### src/logic/lsu_pkg.sv
`default_nettype none

package lsu_pkg;

    // data and address width of the core and the bus
    localparam int XLEN = 32;

    // one data word on the bus or on the response port
    typedef logic [XLEN-1:0] xword_t;

    // byte address as seen by the client
    typedef logic [XLEN-1:0] addr_t;

    // wishbone byte select, one bit per lane
    typedef logic [XLEN/8-1:0] bsel_t;

    // access size of a load or store
    typedef enum logic [1:0] {
        size_byte = 2'b00,
        size_half = 2'b01,
        size_word = 2'b10
    } lsu_size_e;

    // bus master sequencing
    // respond is the cycle a load result is presented
    typedef enum logic [1:0] {
        st_idle    = 2'b00,
        st_bus     = 2'b01,
        st_respond = 2'b10
    } mst_state_e;

endpackage

`default_nettype wire

### src/logic/lsu_req_queue.sv
`timescale 1ns/100ps
`default_nettype none

module lsu_req_queue #(
    parameter int QUEUE_DEPTH = 4
) (
    input  wire                 clk_i,
    input  wire                 rst_i,
    input  wire                 req_valid_i,
    input  wire                 req_we_i,
    input  lsu_pkg::lsu_size_e  req_size_i,
    input  wire                 req_unsigned_i,
    input  lsu_pkg::addr_t      req_addr_i,
    input  lsu_pkg::xword_t     req_wdata_i,
    input  wire                 pop_i,
    output logic                valid_o,
    output logic                we_o,
    output lsu_pkg::lsu_size_e  size_o,
    output logic                unsigned_o,
    output lsu_pkg::addr_t      addr_o,
    output lsu_pkg::xword_t     wdata_o,
    output logic                credit_o
);

    localparam int PTR_W = (QUEUE_DEPTH > 1) ? $clog2(QUEUE_DEPTH) : 1;
    localparam int CNT_W = $clog2(QUEUE_DEPTH + 1);

    // request records, one entry per slot
    logic               we_mem   [QUEUE_DEPTH];
    lsu_pkg::lsu_size_e size_mem [QUEUE_DEPTH];
    logic               uns_mem  [QUEUE_DEPTH];
    lsu_pkg::addr_t     addr_mem [QUEUE_DEPTH];
    lsu_pkg::xword_t    data_mem [QUEUE_DEPTH];

    logic [PTR_W-1:0] wr_ptr_q;
    logic [PTR_W-1:0] rd_ptr_q;
    logic [CNT_W-1:0] count_q;
    logic             full;
    logic             do_push;
    logic             do_pop;

    assign full    = (count_q == CNT_W'(QUEUE_DEPTH));
    assign valid_o = (count_q != '0);
    assign do_pop  = pop_i && valid_o;
    // a full queue still takes a request when the head leaves this cycle
    // anything else while full means the client overran its credits, dropped
    assign do_push = req_valid_i && (!full || do_pop);

    // head of the buffer straight to the master
    assign we_o       = we_mem[rd_ptr_q];
    assign size_o     = size_mem[rd_ptr_q];
    assign unsigned_o = uns_mem[rd_ptr_q];
    assign addr_o     = addr_mem[rd_ptr_q];
    assign wdata_o    = data_mem[rd_ptr_q];

    always_ff @(posedge clk_i) begin
        if (do_push) begin
            we_mem[wr_ptr_q]   <= req_we_i;
            size_mem[wr_ptr_q] <= req_size_i;
            uns_mem[wr_ptr_q]  <= req_unsigned_i;
            addr_mem[wr_ptr_q] <= req_addr_i;
            data_mem[wr_ptr_q] <= req_wdata_i;
        end
    end

    always_ff @(posedge clk_i) begin
        if (rst_i) begin
            wr_ptr_q <= '0;
            rd_ptr_q <= '0;
            count_q  <= '0;
            credit_o <= 1'b0;
        end else begin
            // wrap pointers at the last slot, depth need not be a power of two
            if (do_push) begin
                wr_ptr_q <= (wr_ptr_q == PTR_W'(QUEUE_DEPTH - 1)) ? '0 : wr_ptr_q + 1'b1;
            end
            if (do_pop) begin
                rd_ptr_q <= (rd_ptr_q == PTR_W'(QUEUE_DEPTH - 1)) ? '0 : rd_ptr_q + 1'b1;
            end
            if (do_push && !do_pop) begin
                count_q <= count_q + 1'b1;
            end else if (!do_push && do_pop) begin
                count_q <= count_q - 1'b1;
            end
            // one credit back per request that leaves
            credit_o <= do_pop;
        end
    end

endmodule

`default_nettype wire

### config.mk
export PLATFORM = sky130hd
export DESIGN_NAME = lsu_req_queue
export DESIGN_NICKNAME = d
export VERILOG_FILES = /design/src/logic/lsu_pkg.sv /design/src/logic/lsu_req_queue.sv
export SDC_FILE = /design/constraint.sdc
export NUM_CORES = 1
export LEC_CHECK = 0
export ABC_AREA = 1
export CORE_ASPECT_RATIO = 1.5
export CORE_MARGIN = 8
export CORE_UTILIZATION = 50
export DETAILED_ROUTE_END_ITERATION = 12
export DONT_BUFFER_PORTS = 1
export GPL_ROUTABILITY_DRIVEN = 0
export HOLD_SLACK_MARGIN = 0.12
export PLACE_DENSITY = 0.75
export SYNTH_ARGS = -nofsm -noshare
export SYNTH_HDL_FRONTEND = slang
export SYNTH_SLANG_ARGS = --single-unit
### constraint.sdc
create_clock -name clk_i -period 9.2 [get_ports clk_i]
set_clock_uncertainty 0.2 [all_clocks]
set_input_delay 0.46 -clock clk_i [delete_from_list [all_inputs] [get_ports clk_i]]
set_output_delay 0.46 -clock clk_i [all_outputs]
set_load 0.02 [all_outputs]
Word level (Yosys, flattened, before mapping)
Memory sizes are Yosys's and may differ from the RTL's. A register that Yosys moved wholly into a read port is not among the register bits.
Cells that the tools add are included.
W data, S select, Z words.
{"block": "op_classes", "n_addsub": 4, "n_mul": 0, "n_div": 0, "n_lt_le_gt_ge": 0, "n_eq_ne": 3, "n_shift": 0, "muxes": 16, "bitwise": 0, "reduce_logical": 10}
{"cell": "$mux W2", "n": 12}
{"cell": "$mux W3", "n": 2}
{"cell": "$add A2 B1 Y2 const B", "n": 2}
{"cell": "$eq A2 B2 Y1 const B", "n": 2}
{"cell": "$logic_and A1 B1 Y1", "n": 4}
{"cell": "$add A3 B1 Y3 const B", "n": 1}
{"cell": "$eq A3 B3 Y1 const B", "n": 1}
{"cell": "$logic_not A1 Y1", "n": 3}
{"cell": "$reduce_bool A3 Y1", "n": 1}
{"cell": "$sub A3 B1 Y3 const B", "n": 1}
{"cell": "$mux W1", "n": 2}
{"cell": "$reduce_bool A2 Y1", "n": 1}
{"cell": "$logic_or A1 B1 Y1", "n": 1}
{"block": "word_totals", "ff_bits": 8, "latch_bits": 0, "mem_bits_rw": 272, "rom_bits": 0, "inputBits": 72, "out_inout_bits": 70, "wordCells": 42, "mem_count": 5}
{"name": "addr_mem", "words": 4, "width": 32, "read_ports": 1, "rd_clocked_by_memory_dff": 1, "wr": 1, "line": "lsu_req_queue.sv:32", "rtl": "lsu_pkg::addr_t addr_mem [QUEUE_DEPTH];"}
{"name": "data_mem", "words": 4, "width": 32, "read_ports": 1, "rd_clocked_by_memory_dff": 1, "wr": 1, "line": "lsu_req_queue.sv:33", "rtl": "lsu_pkg::xword_t data_mem [QUEUE_DEPTH];"}
{"name": "size_mem", "words": 4, "width": 2, "read_ports": 1, "rd_clocked_by_memory_dff": 1, "wr": 1, "line": "lsu_req_queue.sv:30", "rtl": "lsu_pkg::lsu_size_e size_mem [QUEUE_DEPTH];"}
{"name": "uns_mem", "words": 4, "width": 1, "read_ports": 1, "rd_clocked_by_memory_dff": 1, "wr": 1, "line": "lsu_req_queue.sv:31", "rtl": "logic uns_mem [QUEUE_DEPTH];"}
{"name": "we_mem", "words": 4, "width": 1, "read_ports": 1, "rd_clocked_by_memory_dff": 1, "wr": 1, "line": "lsu_req_queue.sv:29", "rtl": "logic we_mem [QUEUE_DEPTH];"}

Longest topological paths before layout
Gate-level depths: netlist of run 1.
{"block": "logic_depth", "depth_word": 8, "mapped_depth": 14, "mapped_depth_nobuf": 14}

Worst setup path before layout of run 1
Ideal clock, no wire load.
{"block": "synth_path", "path_kind": "input-to-reg", "from": "in pop_i", "to": "mem addr_mem[0][0] in the netlist's numbering (enable)", "setup_time_ns": 0.494, "t_arrival_ns": 3.577, "required_ns": 8.506, "path_slack_ns": 4.928, "cell_stages": 4, "n_path_buf": 0, "path_cell_list": "nor2_1 nand2_1 nand2_1 nor2_1"}
{"block": "synth_via", "elab_chain_len": 5}
{"item": "start, declared", "line": "lsu_req_queue.sv:15", "rtl": "input wire pop_i,"}
{"item": "$logic_and A1 B1 Y1", "line": "lsu_req_queue.sv:44", "rtl": "assign do_pop = pop_i && valid_o;"}
{"item": "$logic_or A1 B1 Y1", "line": "lsu_req_queue.sv:47", "rtl": "assign do_push = req_valid_i && (!full || do_pop);"}
{"item": "$logic_and A1 B1 Y1", "line": "lsu_req_queue.sv:47"}
{"item": "$mux W1", "line": "lsu_req_queue.sv:57", "rtl": "if (do_push) begin"}
{"item": "$mux W1 (implied by the code)", "line": "lsu_req_queue.sv:61", "rtl": "addr_mem[wr_ptr_q] <= req_addr_i;"}
{"item": "end, declared", "line": "lsu_req_queue.sv:32"}
No other way between the ends.

==> flow_summary.yaml, run 1 <==
grt:
  met3_usage: 0.0332
  grt_max_degree: 137
  first_global_vias: 5975
  grt_pass1_wl_um: 33700
  met1_usage: 0.189
  overflow: 0
  antenna_found_initial: 1
  met2_usage: 0.294
  grt.total_usage: 0.164
  top_usage_layer: "met2"
power_and_ir_drop:
  leakagePower_nw: 4.05
  power_per_cell_area_mw_per_mm2: 279
  vdd_drop_max_mv: 0.174
synth:
  yosysSeqAreaShare: 0.791
  syn_inst: 730
  synthArstFlopShare: 0
  syn_nets: 809
  synth_common_cells: "edfxtp_1 (272), nor2_1 (154), o21ai_0 (132)"
  synthesis.area_sq_mm: 0.0106
  synth_seq_cells: 282
  yosys_most_used_dff: "edfxtp_1"
  synth.most_common_cell: "edfxtp_1"
  yosysUniqueCellTypes: 21
  ys_warn_count: 0
  avgSynthCellArea_sq_um: 14.5
  yosys.area.top_type: "edfxtp_1"
  synth.area.top_cells: "edfxtp_1 (77%), o21ai_0 (6.2%), nor2_1 (5.5%)"
  synth_top_area_frac: 0.772
  synth_edf_count: 272
routing:
  detail_route.vias_per_cell: 5.63
  drt_wl_total_um: 22200
  vias: 6084
  wire_per_inst_um: 20.5
  first_pass_iters: 5
  drc_errors: 0
  drtIter0Drc: 418
  antenna_left: 0
sta:
  worst_slew_pin_slew_ns: 1.14
  clock.fmax_ghz: 0.293
  finalHoldViolCount: 0
  finalCritPeriodShare: 0.371
  relSlewSlack: 0.240
  slew_violations: 0
  finalSetupViolCount: 0
  finalSetupTns_ns: 0
  rsz0062_at_grt: "no"
  period_needed_ns: 3.42
die:
  dieArea_sq_mm: 0.0262
  io_pins: 142
  die_w_um: 135
  rows: 65
  die_h_um: 194
  core_sq_mm: 0.0209
  initial_core_util: 0.506
final_layout:
  nets: 872
  stdcell_count: 1080
  drive_gt1_frac: 0.0653
  area_delta_synth_final_pct: 15.9
  antennaDiodeCount: 0
critical_path:
  crit_family: "compound AO/OA/AOI/OAI gates"
  reg2regPathDepth: 5
  cp_slowest_cell: "buf_4"
  cp_slowest_stage_delay_ns: 0.73
  critPathCapture: "size_o[0]"
  ff2ff_setup_slack_ns: 6.14
  required_ns: 8.54
  worst-path-buf-inv: 1
  cp_max_fo: 88
  rr_endpoint: "addr_mem[3][9]"
  worstSetupPathDepth: 3
  arrival_ns: 2.76
  crit_type: "flop to output pin"
  worstSetupEndpointType: "output pin"
  r2r_start: "count_q[0]"
  cp_cell_sequence: "buf_4 > o21ai_0 > o22ai_1"
  start_kind: "flop"
cts:
  numCtsBuffers: 26
  root_buffer: "clkbuf_16"
  cts_setup_buffers: 0
  htreeDepth: 1
  cts_num_sinks: 282
  cts_resized: 0
  ctsHoldBuffers: 71
  cts_buffer_depth: 3
  worstSkewPairLatency_ns: 0.51
  cts_tree: "done"
  clk_pin_slew_worst_paths_ns: 0.06
hold_path:
  hp-class: "flop to flop"
placed_design:
  dp_cells: 962
  io_buffers: 0
  dp_hpwl_um: 12000
outcome:
  outcome: "complete, no violations"
run:
  cap_violations: 0
-- final cells by class --
type	count	area, sq um
flip-flops and latches	282	8370
clock buffers	29	683
fillers	1553	8640
multi-input cells	388	1920
repair buffers	78	763
inverters	17	68.8
well taps	268	335
clock inverters	18	120
-- layer usage --
metal / vias up / part of all wire
met1: 2990 / 0.38
met2: 210 / 0.53
li1: 2849 / -
met3: 33 / 0.064
met4: 2 / 0.020
met5: - / 0.00054
-- worst reg2reg max path: cells and delay by family (launching register included) --
kind	cells	cell delay, ns
AND/OR/NAND/NOR	4	1.43
buffers and inverters	1	0.64
flip-flops	1	0.40
-- layout by cell type (no fill, tap or decap), drive strengths merged --
cell type	instances
fa	1
o22ai	68
dfxtp	10
dlygate4sd3	71
or2	1
xor2	1
clkinv	13
a21oi	2
clkbuf	29
buf	7
a21boi	1
ha	6
edfxtp	272
nand2	12
clkinvlp	3
o21ai	137
bufinv	1
nand3	5
inv	18
nor2	154
-- kinds of logic after synthesis --
logic type      Yosys count  synth area share
simple gates            172            0.0618
flops                   282             0.791
xor+xnor                  1          0.000828
fa+ha+maj                 7           0.00899
compound gates          208             0.107
buf+inv                  60            0.0309
-- worst min path at each step --
stage	from	endpoint	slack, ns	cells after the start
2_1_floorplan	rd_ptr_q[1]	flop	0.27	2
3_3_place_gp	rd_ptr_q[1]	flop	0.29	2
4_1_cts	rd_ptr_q[0]	flop	0.31	2
6_report	rd_ptr_q[0]	flop	0.30	2
3_5_place_dp	rd_ptr_q[0]	flop	0.30	2
5_1_grt	rd_ptr_q[1]	flop	0.36	2
-- through the flow --
step	utilization	cell area, sq um	hold WS [ns]	power (W)	setup WS (ns)
2_1_floorplan	-	10600	0.272	0.00227	4.93
3_3_place_gp	0.514	10700	0.287	0.00240	6.16
3_5_place_dp	0.514	10700	0.296	0.00242	6.08
4_1_cts	0.587	12300	0.307	0.00345	5.72
5_1_grt	0.587	12300	0.355	0.00357	5.53
6_report	0.587	12300	0.302	0.00342	5.78
-- power breakdown --
part | internal, W | leakage (nW) | switching (W)
clock | 0.000562 | 0.386 | 0.000439
sequential | 0.00153 | 2.58 | 0.0000479
combinational | 0.000181 | 1.09 | 0.000661
total | 0.00227 | 4.05 | 0.00115
-- registers in the layout, indices dropped and copies added (netlist names), named ones only --
signal,flops
credit_o,1
uns_mem,4
we_mem,4
addr_mem,128
size_mem,8
count_q,3
rd_ptr_q,2
data_mem,128
wr_ptr_q,2
Power figures use the tool's default switching activity.
==> run 2, diff against run 1 <==
ABC_AREA = 0   (was 1)
clock period = 3.2 ns   (was 9.2 ns; I/O delays follow)
==> run 2 against run 1 <==
Total power rose to 2.7 times the previous value. Combinational power up 110%. Utilization up 1.5 points. Area after synthesis down 2.7%. First-iteration DRC count down 14%. Synthesized cell count down 45%. Wire length down 12%. Highest routed layer is now met4. Worst setup slack worse by 5.5 ns. Clock power rose to 3.1 times the previous value.
==> flow_summary.yaml, run 2 <==
synth:
  synth_edf_count: 272
  synth_seq_cells: 282
  yosysSeqAreaShare: 0.813
  synth-simple-area-share: 0.0107
  synth.most_common_cell: "edfxtp_1"
  syn_nets: 483
  avgSynthCellArea_sq_um: 25.5
  synth_common_cells: "edfxtp_1 (272), mux4_2 (68), dfxtp_1 (10)"
  synth_top_area_frac: 0.793
  synth.area.top_cells: "edfxtp_1 (79%), mux4_2 (15%), dfxtp_1 (1.9%)"
  synth_xor_area_frac: 0.00170
  synth_top_family_by_area: "multiplexers"
  synthArstFlopShare: 0
  yosysUniqueCellTypes: 25
  synth-compound-area-share: 0.00462
  syn_inst: 404
  synth_adder_area_share: 0.00923
  yosys_most_used_dff: "edfxtp_1"
  yosys.area.top_type: "edfxtp_1"
  ys_warn_count: 0
  synthesis.area_sq_mm: 0.0103
  synth.area.mux_share: 0.151
grt:
  antenna_found_initial: 1
  top_usage_layer: "met2"
  grt_max_degree: 69
  met1_usage: 0.167
  met2_usage: 0.286
  overflow: 0
  grt_pass1_wl_um: 29600
  first_global_vias: 4950
  met3_usage: 0.0291
  grt.total_usage: 0.152
placed_design:
  dp_hpwl_um: 11700
  io_buffers: 0
die:
  dieArea_sq_mm: 0.0255
  rows: 64
  initial_core_util: 0.506
  core_sq_mm: 0.0203
  die_w_um: 133
  die_h_um: 192
  io_pins: 142
sta:
  relSlewSlack: 0.318
  finalSetupViolCount: 0
  worst_slew_pin_slew_ns: 1.02
  rsz0062_at_grt: "no"
  slew_violations: 0
  finalCritPeriodShare: 0.910
  finalSetupTns_ns: 0
  clock.fmax_ghz: 0.344
  period_needed_ns: 2.91
  holdWs_ns: 0.149
  finalHoldViolCount: 0
critical_path:
  reg2regPathDepth: 6
  ff2ff_setup_slack_ns: 0.29
  cp_slowest_cell: "dlygate4sd3_1"
  crit_type: "flop to flop"
  required_ns: 3.44
  start_kind: "flop"
  worstSetupEndpointType: "flop"
  r2r_start: "count_q[1]"
  cp_cell_sequence: "or4b_4 > and2_4 > ha_1 > dlygate4sd3_1 > or3_1 > a21oi_1"
  critPathLaunch: "count_q[1]"
  arrival_ns: 3.15
  cp_slowest_stage_delay_ns: 0.62
  rr_endpoint: "count_q[2]"
  cp_max_fo: 7
power_and_ir_drop:
  swShare: 0.267
  p_switching_w: 0.00250
  pwr-share-comb: 0.187
  seq_power_share: 0.487
  power_per_cell_area_mw_per_mm2: 762
  leakagePower_nw: 3.85
  vdd_drop_max_mv: 0.474
  p_int_w: 0.00684
  pwr-share-clk: 0.327
cts:
  htreeDepth: 1
  root_buffer: "clkbuf_16"
  cts_setup_buffers: 0
  worstSkewPairLatency_ns: 0.52
  cts_buffer_depth: 3
  numCtsBuffers: 25
  cts_tree: "done"
  clk_pin_slew_worst_paths_ns: 0.07
  cts_num_sinks: 282
hold_path:
  hold-path-endpoint: "data_mem[2][21]"
  whs_path_depth: 1
  hold_path_startpoint: "req_wdata_i[21]"
  hp-class: "input pin to flop"
final_layout:
  nets: 574
  layout_common_cells: "edfxtp_1 (272), dlygate4sd3_1 (73), mux4_2 (68), clkbuf_16 (25), dfxtp_1 (8)"
  layout_commonest_cell: "edfxtp_1"
  area_delta_synth_final_pct: 18.9
  reg.largest.list: "addr_mem: 128 flops, data_mem: 128 flops, size_mem: 8 flops"
  drive_gt1_frac: 0.249
routing:
  drt_wl_total_um: 19500
  wire_per_inst_um: 25.0
  detail_route.vias_per_cell: 5.63
  antenna_left: 0
  drc_errors: 0
  first_pass_iters: 4
  drtIter0Drc: 360
  vias: 4387
outcome:
  outcome: "complete, no violations"
run:
  cap_violations: 0
-- run 2: per-layer routing --
| metal | vias to the layer above | part of all wire |
|---|---|---|
| met3 | 32 | 0.047 |
| met1 | 2317 | 0.36 |
| li1 | 1915 | - |
| met5 | - | 0 |
| met2 | 123 | 0.57 |
| met4 | 0 | 0.023 |
-- run 2: power groups by stage --
stage | clock (W) | combinational, W | sequential [W]
CTS | 0.00313 | 0.00179 | 0.00455
global route | 0.00325 | 0.00186 | 0.00457
global placement | 0 | 0.00163 | 0.00460
floorplan | 0 | 0.00142 | 0.00452
finish | 0.00305 | 0.00174 | 0.00454
detailed placement | 0 | 0.00167 | 0.00463
-- run 2: kinds of logic after synthesis --
logic type	count (synthesis)
AOI/OAI and AO/OA	6
xor gates and xnor gates	2
and+or+nand+nor	17
adders and majority gates	7
buffers and inverters	20
DFF	282
muxes	70
-- run 2: worst max path at each step --
stage	endpoint	slack, ns	cells past startpoint
final	count_q[2]	0.29	6
after global routing	count_q[2]	0.21	6
after CTS	count_q[2]	0.32	6
after detailed placement	count_q[2]	0.52	7
after global placement	count_q[2]	0.76	7
after floorplan	count_q[2]	0.87	7
-- run 2: timing repair --
action                                 CTS  global route
gates resized for setup                  0             0
setup endpoints to repair                0             0
hold buffers                            73             0
endpoints found under the hold margin  427             0
-- run 2: area by class of cell --
cell class	instances	area, sq um
clock buffers	27	633
repair buffers	81	841
inverters	3	11.3
multi-input cells	102	1840
well taps	264	330
flip-flops and latches	282	8380
clock inverters	19	209
fillers	1421	8100
diodes	1	2.50
-- run 2: worst max-delay path, delay by kind of cell (launching register included) --
family / cells / cell delay (ns)
AOI/OAI and AO/OA: 1 / 0.18
adders and majority gates: 1 / 0.30
DFF: 1 / 0.36
buffers and inverters: 1 / 0.62
and+or+nand+nor: 3 / 1.18
-- run 2: per-stage QoR --
stage	setup WS, ns	area (sq um)	utilization	total power [W]	cells
after floorplan	0.867	10300	-	0.00594	404
after global placement	0.758	10700	0.524	0.00623	659
after detailed placement	0.524	10700	0.524	0.00630	659
after CTS	0.317	12200	0.602	0.00947	778
after global routing	0.208	12200	0.602	0.00968	779
final	0.289	12200	0.602	0.00933	779
