===== config.mk =====
export PLATFORM = sky130hd
export DESIGN_NAME = lsu_wb_master
export DESIGN_NICKNAME = d
export VERILOG_FILES = /design/src/logic/lsu_pkg.sv /design/src/logic/lsu_wb_master.sv /design/src/logic/wb_encode_decode.sv
export SDC_FILE = /design/constraint.sdc
export NUM_CORES = 1
export LEC_CHECK = 0
export BUFFER_PORTS_ARGS = -buffer_cell sky130_fd_sc_hd__buf_2
export CORE_ASPECT_RATIO = 1.25
export CORE_UTILIZATION = 33
export CTS_CLUSTER_SIZE = 16
export DETAILED_ROUTE_END_ITERATION = 10
export PLACE_DENSITY = 0.68
export SLEW_MARGIN = 10
export SYNTH_ARGS = -nofsm -noshare
export SYNTH_HDL_FRONTEND = slang
export SYNTH_SLANG_ARGS = --single-unit
export TNS_END_PERCENT = 5

===== constraint.sdc =====
create_clock -name clk_i -period 5.23 [get_ports clk_i]
set_clock_uncertainty 0.1 [all_clocks]
set_input_delay 0.523 -clock clk_i [delete_from_list [all_inputs] [get_ports clk_i]]
set_output_delay 0.523 -clock clk_i [all_outputs]
set_load 0.01 [all_outputs]

===== src/logic/lsu_pkg.sv =====
`default_nettype none

package lsu_pkg;

    // data and address width of the core and the bus
    localparam int XLEN = 32;

    // one data word on the bus or on the response port
    typedef logic [XLEN-1:0] xword_t;

    // byte address as seen by the client
    typedef logic [XLEN-1:0] addr_t;

    // wishbone byte select, one bit per lane
    typedef logic [XLEN/8-1:0] bsel_t;

    // access size of a load or store
    typedef enum logic [1:0] {
        size_byte = 2'b00,
        size_half = 2'b01,
        size_word = 2'b10
    } lsu_size_e;

    // bus master sequencing
    // respond is the cycle a load result is presented
    typedef enum logic [1:0] {
        st_idle    = 2'b00,
        st_bus     = 2'b01,
        st_respond = 2'b10
    } mst_state_e;

endpackage

`default_nettype wire


===== src/logic/lsu_wb_master.sv =====
`timescale 1ns/100ps
`default_nettype none

module lsu_wb_master (
    input  wire                        clk_i,
    input  wire                        rst_i,
    input  wire                        q_valid_i,
    input  wire                        q_we_i,
    input  lsu_pkg::lsu_size_e         q_size_i,
    input  wire                        q_unsigned_i,
    input  lsu_pkg::addr_t             q_addr_i,
    input  lsu_pkg::xword_t            q_wdata_i,
    output logic                       q_pop_o,
    output logic                       wb_cyc_o,
    output logic                       wb_stb_o,
    output logic                       wb_we_o,
    output logic [lsu_pkg::XLEN-3:0]   wb_adr_o,
    output lsu_pkg::bsel_t             wb_sel_o,
    output lsu_pkg::xword_t            wb_dat_o,
    input  wire                        wb_ack_i,
    input  lsu_pkg::xword_t            wb_dat_i,
    output logic                       rsp_valid_o,
    output lsu_pkg::xword_t            rsp_rdata_o
);

    lsu_pkg::mst_state_e state_q;
    lsu_pkg::mst_state_e state_d;

    // request held for the whole bus cycle
    logic               req_we_q;
    lsu_pkg::lsu_size_e req_size_q;
    logic               req_uns_q;
    lsu_pkg::addr_t     req_addr_q;
    lsu_pkg::xword_t    req_wdata_q;

    lsu_pkg::bsel_t     sel;
    lsu_pkg::xword_t    load_decoded;
    lsu_pkg::xword_t    load_ext;
    logic               sign_bit;
    logic               can_pop;

    // the respond cycle is free for the next pop, keeping 3 clocks per access
    assign can_pop = (state_q == lsu_pkg::st_idle) || (state_q == lsu_pkg::st_respond);
    assign q_pop_o = can_pop && q_valid_i;

    always_comb begin
        state_d = state_q;
        case (state_q)
            lsu_pkg::st_idle,
            lsu_pkg::st_respond: begin
                state_d = q_valid_i ? lsu_pkg::st_bus : lsu_pkg::st_idle;
            end
            lsu_pkg::st_bus: begin
                // stores finish silently, loads report next cycle
                if (wb_ack_i) begin
                    state_d = req_we_q ? lsu_pkg::st_idle : lsu_pkg::st_respond;
                end
            end
            default: state_d = lsu_pkg::st_idle;
        endcase
    end

    always_ff @(posedge clk_i) begin
        if (rst_i) begin
            state_q <= lsu_pkg::st_idle;
        end else begin
            state_q <= state_d;
        end
    end

    always_ff @(posedge clk_i) begin
        if (q_pop_o) begin
            req_we_q    <= q_we_i;
            req_size_q  <= q_size_i;
            req_uns_q   <= q_unsigned_i;
            req_addr_q  <= q_addr_i;
            req_wdata_q <= q_wdata_i;
        end
    end

    // byte select from size and low address bits
    always_comb begin
        case (req_size_q)
            lsu_pkg::size_byte: sel = 4'b0001 << req_addr_q[1:0];
            lsu_pkg::size_half: sel = req_addr_q[1] ? 4'b1100 : 4'b0011;
            default:            sel = 4'b1111;
        endcase
    end

    // strobe lasts exactly as long as the bus state
    assign wb_cyc_o = (state_q == lsu_pkg::st_bus);
    assign wb_stb_o = (state_q == lsu_pkg::st_bus);
    assign wb_we_o  = req_we_q;
    assign wb_adr_o = req_addr_q[lsu_pkg::XLEN-1:2];
    assign wb_sel_o = sel;

    wb_encode_decode u_lanes (
        .sel_i              (sel),
        .master_dat_i       (wb_dat_i),
        .unencoded_output_i (req_wdata_q),
        .input_decoded_o    (load_decoded),
        .master_dat_o       (wb_dat_o)
    );

    // decoded data already sits at bit 0, only the upper bits need filling
    always_comb begin
        case (req_size_q)
            lsu_pkg::size_byte: begin
                sign_bit = !req_uns_q && load_decoded[7];
                load_ext = {{24{sign_bit}}, load_decoded[7:0]};
            end
            lsu_pkg::size_half: begin
                sign_bit = !req_uns_q && load_decoded[15];
                load_ext = {{16{sign_bit}}, load_decoded[15:0]};
            end
            default: begin
                sign_bit = 1'b0;
                load_ext = load_decoded;
            end
        endcase
    end

    always_ff @(posedge clk_i) begin
        if ((state_q == lsu_pkg::st_bus) && wb_ack_i && !req_we_q) begin
            rsp_rdata_o <= load_ext;
        end
    end

    // only loads pass through respond
    assign rsp_valid_o = (state_q == lsu_pkg::st_respond);

endmodule

`default_nettype wire


===== src/logic/wb_encode_decode.sv =====
`timescale 1ns/100ps
`default_nettype none

module wb_encode_decode (
    input  lsu_pkg::bsel_t  sel_i,
    input  lsu_pkg::xword_t master_dat_i,
    input  lsu_pkg::xword_t unencoded_output_i,
    output lsu_pkg::xword_t input_decoded_o,
    output lsu_pkg::xword_t master_dat_o
);

    // access width recovered from the select pattern
    logic       half_access;
    logic       byte_access;
    // lane offset, bit 0 picks the odd byte, bit 1 the upper half
    logic [1:0] lane;
    logic [15:0] load_half;
    logic [7:0]  load_byte;

    assign half_access = (sel_i == 4'b0011) || (sel_i == 4'b1100);
    assign byte_access = !half_access && (sel_i != 4'b1111);

    assign lane[0] = (sel_i == 4'b0010) || (sel_i == 4'b1000);
    assign lane[1] = (sel_i == 4'b0100) || (sel_i == 4'b1000) || (sel_i == 4'b1100);

    // load path, pick the half first and then the byte inside it
    assign load_half = lane[1] ? master_dat_i[31:16] : master_dat_i[15:0];
    assign load_byte = lane[0] ? load_half[15:8] : load_half[7:0];

    assign input_decoded_o = byte_access ? {24'b0, load_byte} :
                             half_access ? {16'b0, load_half} :
                                           master_dat_i;

    // store path, replicate the low byte or half onto the addressed lanes
    // lanes outside the select carry don't care data
    assign master_dat_o[7:0]   = unencoded_output_i[7:0];
    assign master_dat_o[15:8]  = lane[0] ? unencoded_output_i[7:0] : unencoded_output_i[15:8];
    assign master_dat_o[23:16] = lane[1] ? unencoded_output_i[7:0] : unencoded_output_i[23:16];
    assign master_dat_o[31:24] = lane[0] ? unencoded_output_i[7:0] :
                                 lane[1] ? unencoded_output_i[15:8] :
                                           unencoded_output_i[31:24];

endmodule

`default_nettype wire


### Yosys cells after proc, flatten, opt, wreduce, memory -nomap -nowiden

Index checks and enable logic that the tools add are counted.

* eq/ne operators: 10
* multiplexer cells: 15
* shift-type cells: 1
* reductions and logical operators: 17

Operator list (number)
* $mux W32: 2
* $pmux W32 S2: 1
* $mux W8: 5
* $mux W16: 1
* $eq A4 B2 Y1 const B: 2
* $eq A4 B4 Y1 const B: 2
* $pmux W4 S2: 1
* $logic_and A1 B1 Y1: 6
* $logic_or A1 B1 Y1: 5
* $eq A2 B1 Y1 const B: 2
* $eq A4 B3 Y1 const B: 1
* $logic_not A2 Y1: 2
* $mux W2: 2
* $mux W4: 1
* $ne A4 B4 Y1 const B: 1
* $pmux W2 S2: 1
* $shl A1 B2 Y4 const A: 1
* $logic_not A1 Y1: 3
* $eq A2 B2 Y1 const B: 1
* $ne A2 B1 Y1 const B: 1
* $reduce_or A2 Y1: 1
* $mux W1: 1

* logic and storage cells: 50
* bits in registers: 102
* bits of input ports: 104
* output and inout bits: 103

### Logic depth before layout (Yosys ltp)

Gate-level depths: netlist (run 1).

* depth in word-level cells: 10
* mapped depth: 6
* depth with buffers taken out: 3

### Cells and area by module

A second synthesis (run 1) with hierarchy kept.

* cells, all modules: 358
* area total of the unflattened synthesis: 4682.0 um2

By module, submodules not included
* lsu_wb_master: area an instance 3658.5 um2, cells each 206, sequential area each 3042.9 um2, instances 1
* wb_encode_decode: area an instance 1023.5 um2, cells each 152, sequential area each 0.0 um2, instances 1

### Least setup slack after synthesis (run 1)

OpenSTA, ideal clock, no wires.

* path kind: input -> output
* from: input port q_valid_i
* to: output port q_pop_o
* required time: 4.607 ns
* buffers on the path: 0
* arrival: 3.665 ns
* stages on the path: 1
* path slack: 0.942 ns
* cell sequence: nor2b_1

* longest elaborated chain between the ends: 1

RTL lines
* start: declaration: RTL line lsu_wb_master.sv:7 `input wire q_valid_i,`
* $logic_and A1 B1 Y1: RTL line lsu_wb_master.sv:44 `assign q_pop_o = can_pop && q_valid_i;`
* end: declaration: RTL line lsu_wb_master.sv:13 `output logic q_pop_o,`

No other way between the ends.

### Final worst setup path (run 1)

* from: register req_size_q[1]
* to: output port wb_dat_o[25]

* longest elaborated chain between the ends: 7
* elaborated cells between the ends (all ways): 12
* classes of those cells: eq/ne: 5; mux: 3; reduce/logical: 4

RTL lines
* start: declaration: RTL line lsu_wb_master.sv:31 `lsu_pkg::lsu_size_e req_size_q;`
* start signal: assignment: RTL line lsu_wb_master.sv:74 `req_size_q <= q_size_i;`
* $eq A2 B1 Y1 / $logic_not A2 Y1 (equally long branches): RTL line lsu_wb_master.sv:83 `case (req_size_q)`
* $pmux W4 S2 *: RTL line lsu_wb_master.sv:83
* $eq A4 B3 Y1 / $eq A4 B4 Y1 (equally long branches): RTL line wb_encode_decode.sv:24, wb_encode_decode.sv:23
* $logic_or A1 B1 Y1 (2 in series): RTL line wb_encode_decode.sv:24 `assign lane[1] = (sel_i == 4'b0100) || (sel_i == 4'b1000) || (sel_i == 4'b1100);`
* $mux W8: RTL line wb_encode_decode.sv:40 `lane[1] ? unencoded_output_i[15:8] :`
* $mux W8 *: RTL line wb_encode_decode.sv:39 `assign master_dat_o[31:24] = lane[0] ? unencoded_output_i[7:0] :`
* end: declaration: RTL line lsu_wb_master.sv:19 `output lsu_pkg::xword_t wb_dat_o,`

Mark *: on every way between the ends. The rest lies on a longest branch, timed or not.

==> impl_metrics.py, run 1 <==
metrics = {
    "timing": {
        "finalSetupViolCount": 0,
        "fin_crit_ns": 3.49,
        "max_freq_ghz": 0.286,
        "tns_ns": 0,
        "fin_crit_sh": 0.667,
        "worstMarginPinSlew_ns": 1.14,
        "fin_ws_ns": 1.74,
        "drv_slew": 0,
        "finalHoldViolCount": 0,
        "relSlewSlack": 0.237,
        "rsz0062_at_grt": "no",
    },
    "critical_path": {
        "ff2ff_path_depth": 4,
        "critPathLaunch": "req_size_q[1]$_DFFE_PP_",
        "worstReg2RegEnd": "rsp_rdata_o[0]$_DFFE_PP_",
        "cp_data_arrival_time_ns": 2.87,
        "required_ns": 4.61,
        "startpoint_type": "flip-flop",
        "critPathKind": "reg2out",
        "reg2reg_slack_ns": 2.54,
        "reg2reg_from": "req_size_q[1]$_DFFE_PP_",
        "path_max_fanout": 47,
        "cp-end-kind": "output pin",
    },
    "cts": {
        "cts_tree": "yes",
        "clock_latency_ns": 0.34,
        "numCtsBuffers": 9,
        "cts_root_buf": "clkbuf_16",
        "cts_num_sinks": 102,
        "clock_path_buffers": 2,
        "postCtsSetupRepairBufs": 0,
        "cts_resized": 0,
        "htreeDepth": 3,
        "path_clk_slew_ns": 0.08,
        "holdBufCountCts": 0,
    },
    "min_path": {
        "min_to": "req_addr_q[10]$_DFFE_PP_",
        "worstHoldPathType": "in2reg",
        "whs_path_depth": 1,
        "min-delay-start": "q_addr_i[10]",
    },
    "die": {
        "chipWidth_um": 108,
        "start_util": 0.342,
        "coreArea_sq_um": 13500,
        "die_h_um": 134,
        "dieArea_sq_um": 14500,
        "row_count": 47,
        "ios": 207,
    },
    "grt": {
        "grt-ovfl-total": 0,
        "grt_max_degree": 48,
        "grt_use_total": 0.164,
        "antenna_found_initial": 1,
        "grt_pass1_vias": 3360,
        "grt_pass1_wl_um": 17400,
    },
    "placed_design": {
        "port_buffers": 206,
        "gp_congestion": 0.837,
        "hpwl_um": 8950,
        "dp_slack_ns": 2.06,
        "place_inst": 677,
        "placed_cell_area_sq_um": 5480,
    },
    "routing": {
        "initialDrtViolationCount": 119,
        "route.detailed.drc": 0,
        "ant_nets": 0,
        "drt_first_pass_iters": 4,
        "finalWirelength_um": 11800,
        "dr_total_vias": 3337,
        "wl_per_cell_um": 17.1,
        "routed_via_density": 4.82,
    },
    "logic_synthesis": {
        "ys.flop_type": "edfxtp_1",
        "synth_edf_count": 100,
        "avgSynthCellArea_sq_um": 13.0,
        "ys_async_sr_fraction": 0,
        "seq_area_frac_synth": 0.660,
        "syn_inst": 355,
        "yosysWarnings": 0,
        "synthesis.area_sq_um": 4610,
        "ys_ff_latch": 102,
        "synth_cell_type_count": 32,
        "syn-num-nets": 459,
    },
    "final_layout": {
        "final_cells": 693,
        "area_growth_syn_to_layout_pct": 25.6,
        "utilization": 0.430,
        "drive_above_1_share": 0.469,
        "layout_common_cells": "206 x buf_2, 100 x edfxtp_1, 64 x nand2_1",
        "final_cell_area_sq_um": 5790,
        "antenna_cells": 0,
        "nNetsFinal": 621,
        "final_common_cell": "buf_2",
    },
    "power_and_ir_drop": {
        "p_leak_nw": 2.50,
        "power_density_nw_per_um2": 329,
        "vdd_drop_max_mv": 0.200,
    },
    "status": {
        "status": "finished clean",
    },
    "run": {
        "maxCapViolations": 0,
    },
}
## final cells by class
class	instances	area, sq um
clock inverters	7	91.3
repair buffers	211	1070
clock buffers	9	225
well taps	171	214
fillers	1267	7670
flip-flops and latches	102	3040
inverters	1	3.75
multi-input cells	192	1150
## synthesized netlist by cell type (2+ instances only)
| cell | n | area (sq um) |
|---|---|---|
| edfxtp_1 | 100 | 3000 |
| nand2_1 | 64 | 240 |
| buf_4 | 44 | 330 |
| o21ai_0 | 30 | 150 |
| mux2i_1 | 17 | 170 |
| nand3_1 | 15 | 75.1 |
| nor2b_1 | 13 | 81.3 |
| o21ai_2 | 10 | 87.6 |
| and3b_1 | 8 | 70.1 |
| clkbuf_1 | 8 | 30.0 |
| o211ai_1 | 7 | 52.6 |
| o21ai_1 | 7 | 35.0 |
| buf_6 | 5 | 56.3 |
| buf_2 | 3 | 15.0 |
| nor2_1 | 3 | 11.3 |
| dfxtp_1 | 2 | 40.0 |
| nand2b_1 | 2 | 12.5 |
| nor3_1 | 2 | 10.0 |
| nor3b_1 | 2 | 15.0 |
## worst max path at each step
stage                   endpoint  depth (start not counted)
global placement    wb_dat_o[29]                          5
finish              wb_dat_o[25]                          5
floorplan                q_pop_o                          1
detailed placement  wb_dat_o[29]                          5
global route        wb_dat_o[25]                          5
CTS                 wb_dat_o[25]                          5
## routing by layer
layer  up-vias  wire length, um  track usage
li1       1560                -            -
met1      1571             4440        0.176
met2       189             6070        0.297
met3        15             1140       0.0573
met4         2              188       0.0495
met5         -                8            0
## worst max-delay path, cell delays in order, from the launching register on
cell and delay (ns):
edfxtp_1 0.54, buf_4 0.46, nand2b_1 0.94, mux2i_1 0.26
o21ai_0 0.12, buf_2 0.19
## registers in the layout, indices dropped and copies added, names as in the netlist
name / flops
req_wdata_q: 32
rsp_rdata_o: 32
req_uns_q: 1
req_addr_q: 32
req_size_q: 2
state_q: 2
wb_we_o: 1
## cells by family after synthesis
family | after synthesis | synth area share
buffers and inverters | 61 | 0.0944
and+or+nand+nor | 114 | 0.123
AOI/OAI and AO/OA | 59 | 0.0779
DFF | 102 | 0.660
muxes | 19 | 0.0450
## stage by stage
stage / power [mW] / hold WS [ns]
2_1_floorplan: 1.13 / 0.495
3_3_place_gp: 1.22 / 0.491
3_5_place_dp: 1.22 / 0.527
4_1_cts: 1.93 / 0.235
5_1_grt: 1.98 / 0.233
6_report: 1.91 / 0.252
## power by group
part / switching [mW] / internal (mW) / total, mW
clock: 0.321 / 0.383 / 0.704
combinational: 0.134 / 0.0969 / 0.231
sequential: 0.0222 / 0.949 / 0.971
total: 0.477 / 1.43 / 1.91
Power figures use the tool's default switching activity.
==> inputs of run 2 (changes only) <==
--- a/config.mk
+++ b/config.mk
@@ -10,7 +10,7 @@
 export CORE_UTILIZATION = 33
 export CTS_CLUSTER_SIZE = 16
 export DETAILED_ROUTE_END_ITERATION = 10
-export PLACE_DENSITY = 0.68
+export PLACE_DENSITY = 0.71
 export SLEW_MARGIN = 10
 export SYNTH_ARGS = -nofsm -noshare
 export SYNTH_HDL_FRONTEND = slang
==> constraint.sdc (replaced) <==
create_clock -name clk_i -period 3.05 [get_ports clk_i]
set_clock_uncertainty 0.1 [all_clocks]
set_input_delay 0.305 -clock clk_i [delete_from_list [all_inputs] [get_ports clk_i]]
set_output_delay 0.305 -clock clk_i [all_outputs]
set_load 0.01 [all_outputs]
==> impl_metrics.py, run 2 (synthesis results as in run 1) <==
metrics = {
    "routing": {
        "route.detailed.drc": 0,
        "finalWirelength_um": 11900,
        "drt_first_pass_iters": 4,
        "initialDrtViolationCount": 115,
        "wl_per_cell_um": 17.0,
        "ant_nets": 0,
        "dr_total_vias": 3369,
        "routed_via_density": 4.81,
    },
    "die": {
        "row_count": 47,
        "coreArea_sq_um": 13500,
        "chipWidth_um": 108,
        "dieArea_sq_um": 14500,
        "die_h_um": 134,
        "ios": 207,
        "start_util": 0.342,
    },
    "critical_path": {
        "ff2ff_path_depth": 3,
        "reg2reg_slack_ns": 1.00,
        "startpoint_type": "flip-flop",
        "critPathKind": "reg2out",
        "required_ns": 2.64,
        "path_max_fanout": 16,
        "reg2reg_from": "req_size_q[0]$_DFFE_PP_",
        "cp_data_arrival_time_ns": 2.10,
        "worstReg2RegEnd": "rsp_rdata_o[5]$_DFFE_PP_",
        "cp-end-kind": "output pin",
    },
    "final_layout": {
        "nNetsFinal": 630,
        "drive_above_1_share": 0.477,
        "layout_common_cells": "206 x buf_2, 100 x edfxtp_1, 64 x nand2_1",
        "final_common_cell": "buf_2",
        "fill_cells": 1270,
        "antenna_cells": 0,
        "final_cell_area_sq_um": 5830,
        "final_cells": 701,
        "utilization": 0.433,
        "largestRegisters": "req_addr_q x32, req_wdata_q x32, rsp_rdata_o x32",
        "area_growth_syn_to_layout_pct": 26.3,
    },
    "timing": {
        "worstMarginPinSlew_ns": 0.814,
        "fin_ws_ns": 0.541,
        "fin_crit_sh": 0.823,
        "finalSetupViolCount": 0,
        "max_freq_ghz": 0.399,
        "rsz0062_at_grt": "no",
        "drv_slew": 0,
        "relSlewSlack": 0.457,
        "fin_crit_ns": 2.51,
        "finalHoldViolCount": 0,
    },
    "cts": {
        "cts_root_buf": "clkbuf_16",
        "clock_latency_ns": 0.34,
        "postCtsSetupRepairBufs": 0,
        "holdBufCountCts": 0,
        "cts_tree": "yes",
        "cts_resized": 0,
        "clock_path_buffers": 2,
        "cts_num_sinks": 102,
        "htreeDepth": 3,
        "path_clk_slew_ns": 0.07,
        "numCtsBuffers": 9,
    },
    "power_and_ir_drop": {
        "p_int_mw": 2.37,
        "finalPower_mw": 3.17,
        "combPwrFrac": 0.131,
        "seq_power_share": 0.522,
        "p_leak_nw": 2.53,
        "power_density_nw_per_um2": 545,
        "vdd_drop_max_mv": 0.300,
        "clockPowerShare": 0.348,
        "switchingPower_mw": 0.807,
        "sw_frac_of_total": 0.254,
    },
    "grt": {
        "grt_max_degree": 34,
        "grt_pass1_vias": 3510,
        "grt-ovfl-total": 0,
        "grt_use_total": 0.165,
        "grt_pass1_wl_um": 17700,
        "antenna_found_initial": 1,
    },
    "placed_design": {
        "placed_cell_area_sq_um": 5550,
        "hpwl_um": 9040,
        "port_buffers": 206,
        "dp_slack_ns": 0.850,
        "gp_congestion": 0.842,
        "place_inst": 686,
    },
    "status": {
        "status": "finished clean",
    },
    "min_path": {
        "min-delay-start": "rst_i",
        "whs_path_depth": 2,
        "min_to": "state_q[1]$_SDFFE_PP0P_",
        "worstHoldPathType": "in2reg",
    },
    "run": {
        "maxCapViolations": 0,
    },
}
==> run 2: cell types whose count changed in the layout (fill, tap and decap cells not counted) <==
| cell | change |
|---|---|
| inv_6 | -2 |
| clkinv_4 | +2 |
| bufinv_16 | -1 |
| inv_8 | +1 |
| buf_4 | +9 |
| clkinv_8 | -1 |
==> run 2: through the flow <==
stage | TNS [ns] | hold WS (ns)
3_3_place_gp | 0 | 0.380
3_5_place_dp | 0 | 0.383
5_1_grt | 0 | 0.0151
2_1_floorplan | -21.21 | 0.277
4_1_cts | 0 | 0.0192
6_report | 0 | 0.0315
==> run 2: per-layer routing <==
layer	vias to the layer above	part of all wire	GRT usage
met5	-	0.0014	0
met2	190	0.52	0.312
met3	17	0.080	0.0471
met4	2	0.016	0.0510
met1	1582	0.39	0.174
li1	1578	-	-
==> run 2: worst max-delay path by stage <==
stage | startpoint | to | slack, ns
floorplan | state_q[0]$_SDFFE_PP0P_ | rsp_rdata_o[0]$_DFFE_PP_ | -0.65
global placement | req_size_q[0]$_DFFE_PP_ | wb_dat_o[28] | 0.88
detailed placement | req_size_q[0]$_DFFE_PP_ | wb_dat_o[27] | 0.85
CTS | req_size_q[0]$_DFFE_PP_ | wb_dat_o[27] | 0.48
global route | req_size_q[0]$_DFFE_PP_ | wb_dat_o[26] | 0.38
finish | req_size_q[0]$_DFFE_PP_ | wb_dat_o[26] | 0.54
==> run 2: area by class of cell <==
class	count	area, sq um	share of cell area
clock buffer	9	225	0.0387
clock inverter	6	56.3	0.00966
inverter	1	3.75	0.000644
multi-input combinational	192	1150	0.197
sequential	102	3040	0.522
tap	171	214	0.0367
timing repair buffer	220	1140	0.195
==> run 2: critical path, cell delays in order, from the launching register on <==
cell and delay (ns):
edfxtp_1 0.62, nor3b_4 0.65, nand2_1 0.18, o21ai_0 0.14, buf_2 0.18
==> run 2: power groups by stage <==
| stage | sequential, mW | combinational (mW) | clock [mW] |
|---|---|---|---|
| floorplan | 1.69 | 0.254 | 0 |
| global placement | 1.69 | 0.410 | 0 |
| detailed placement | 1.69 | 0.419 | 0 |
| CTS | 1.66 | 0.420 | 1.13 |
| global route | 1.66 | 0.453 | 1.18 |
| finish | 1.66 | 0.415 | 1.10 |
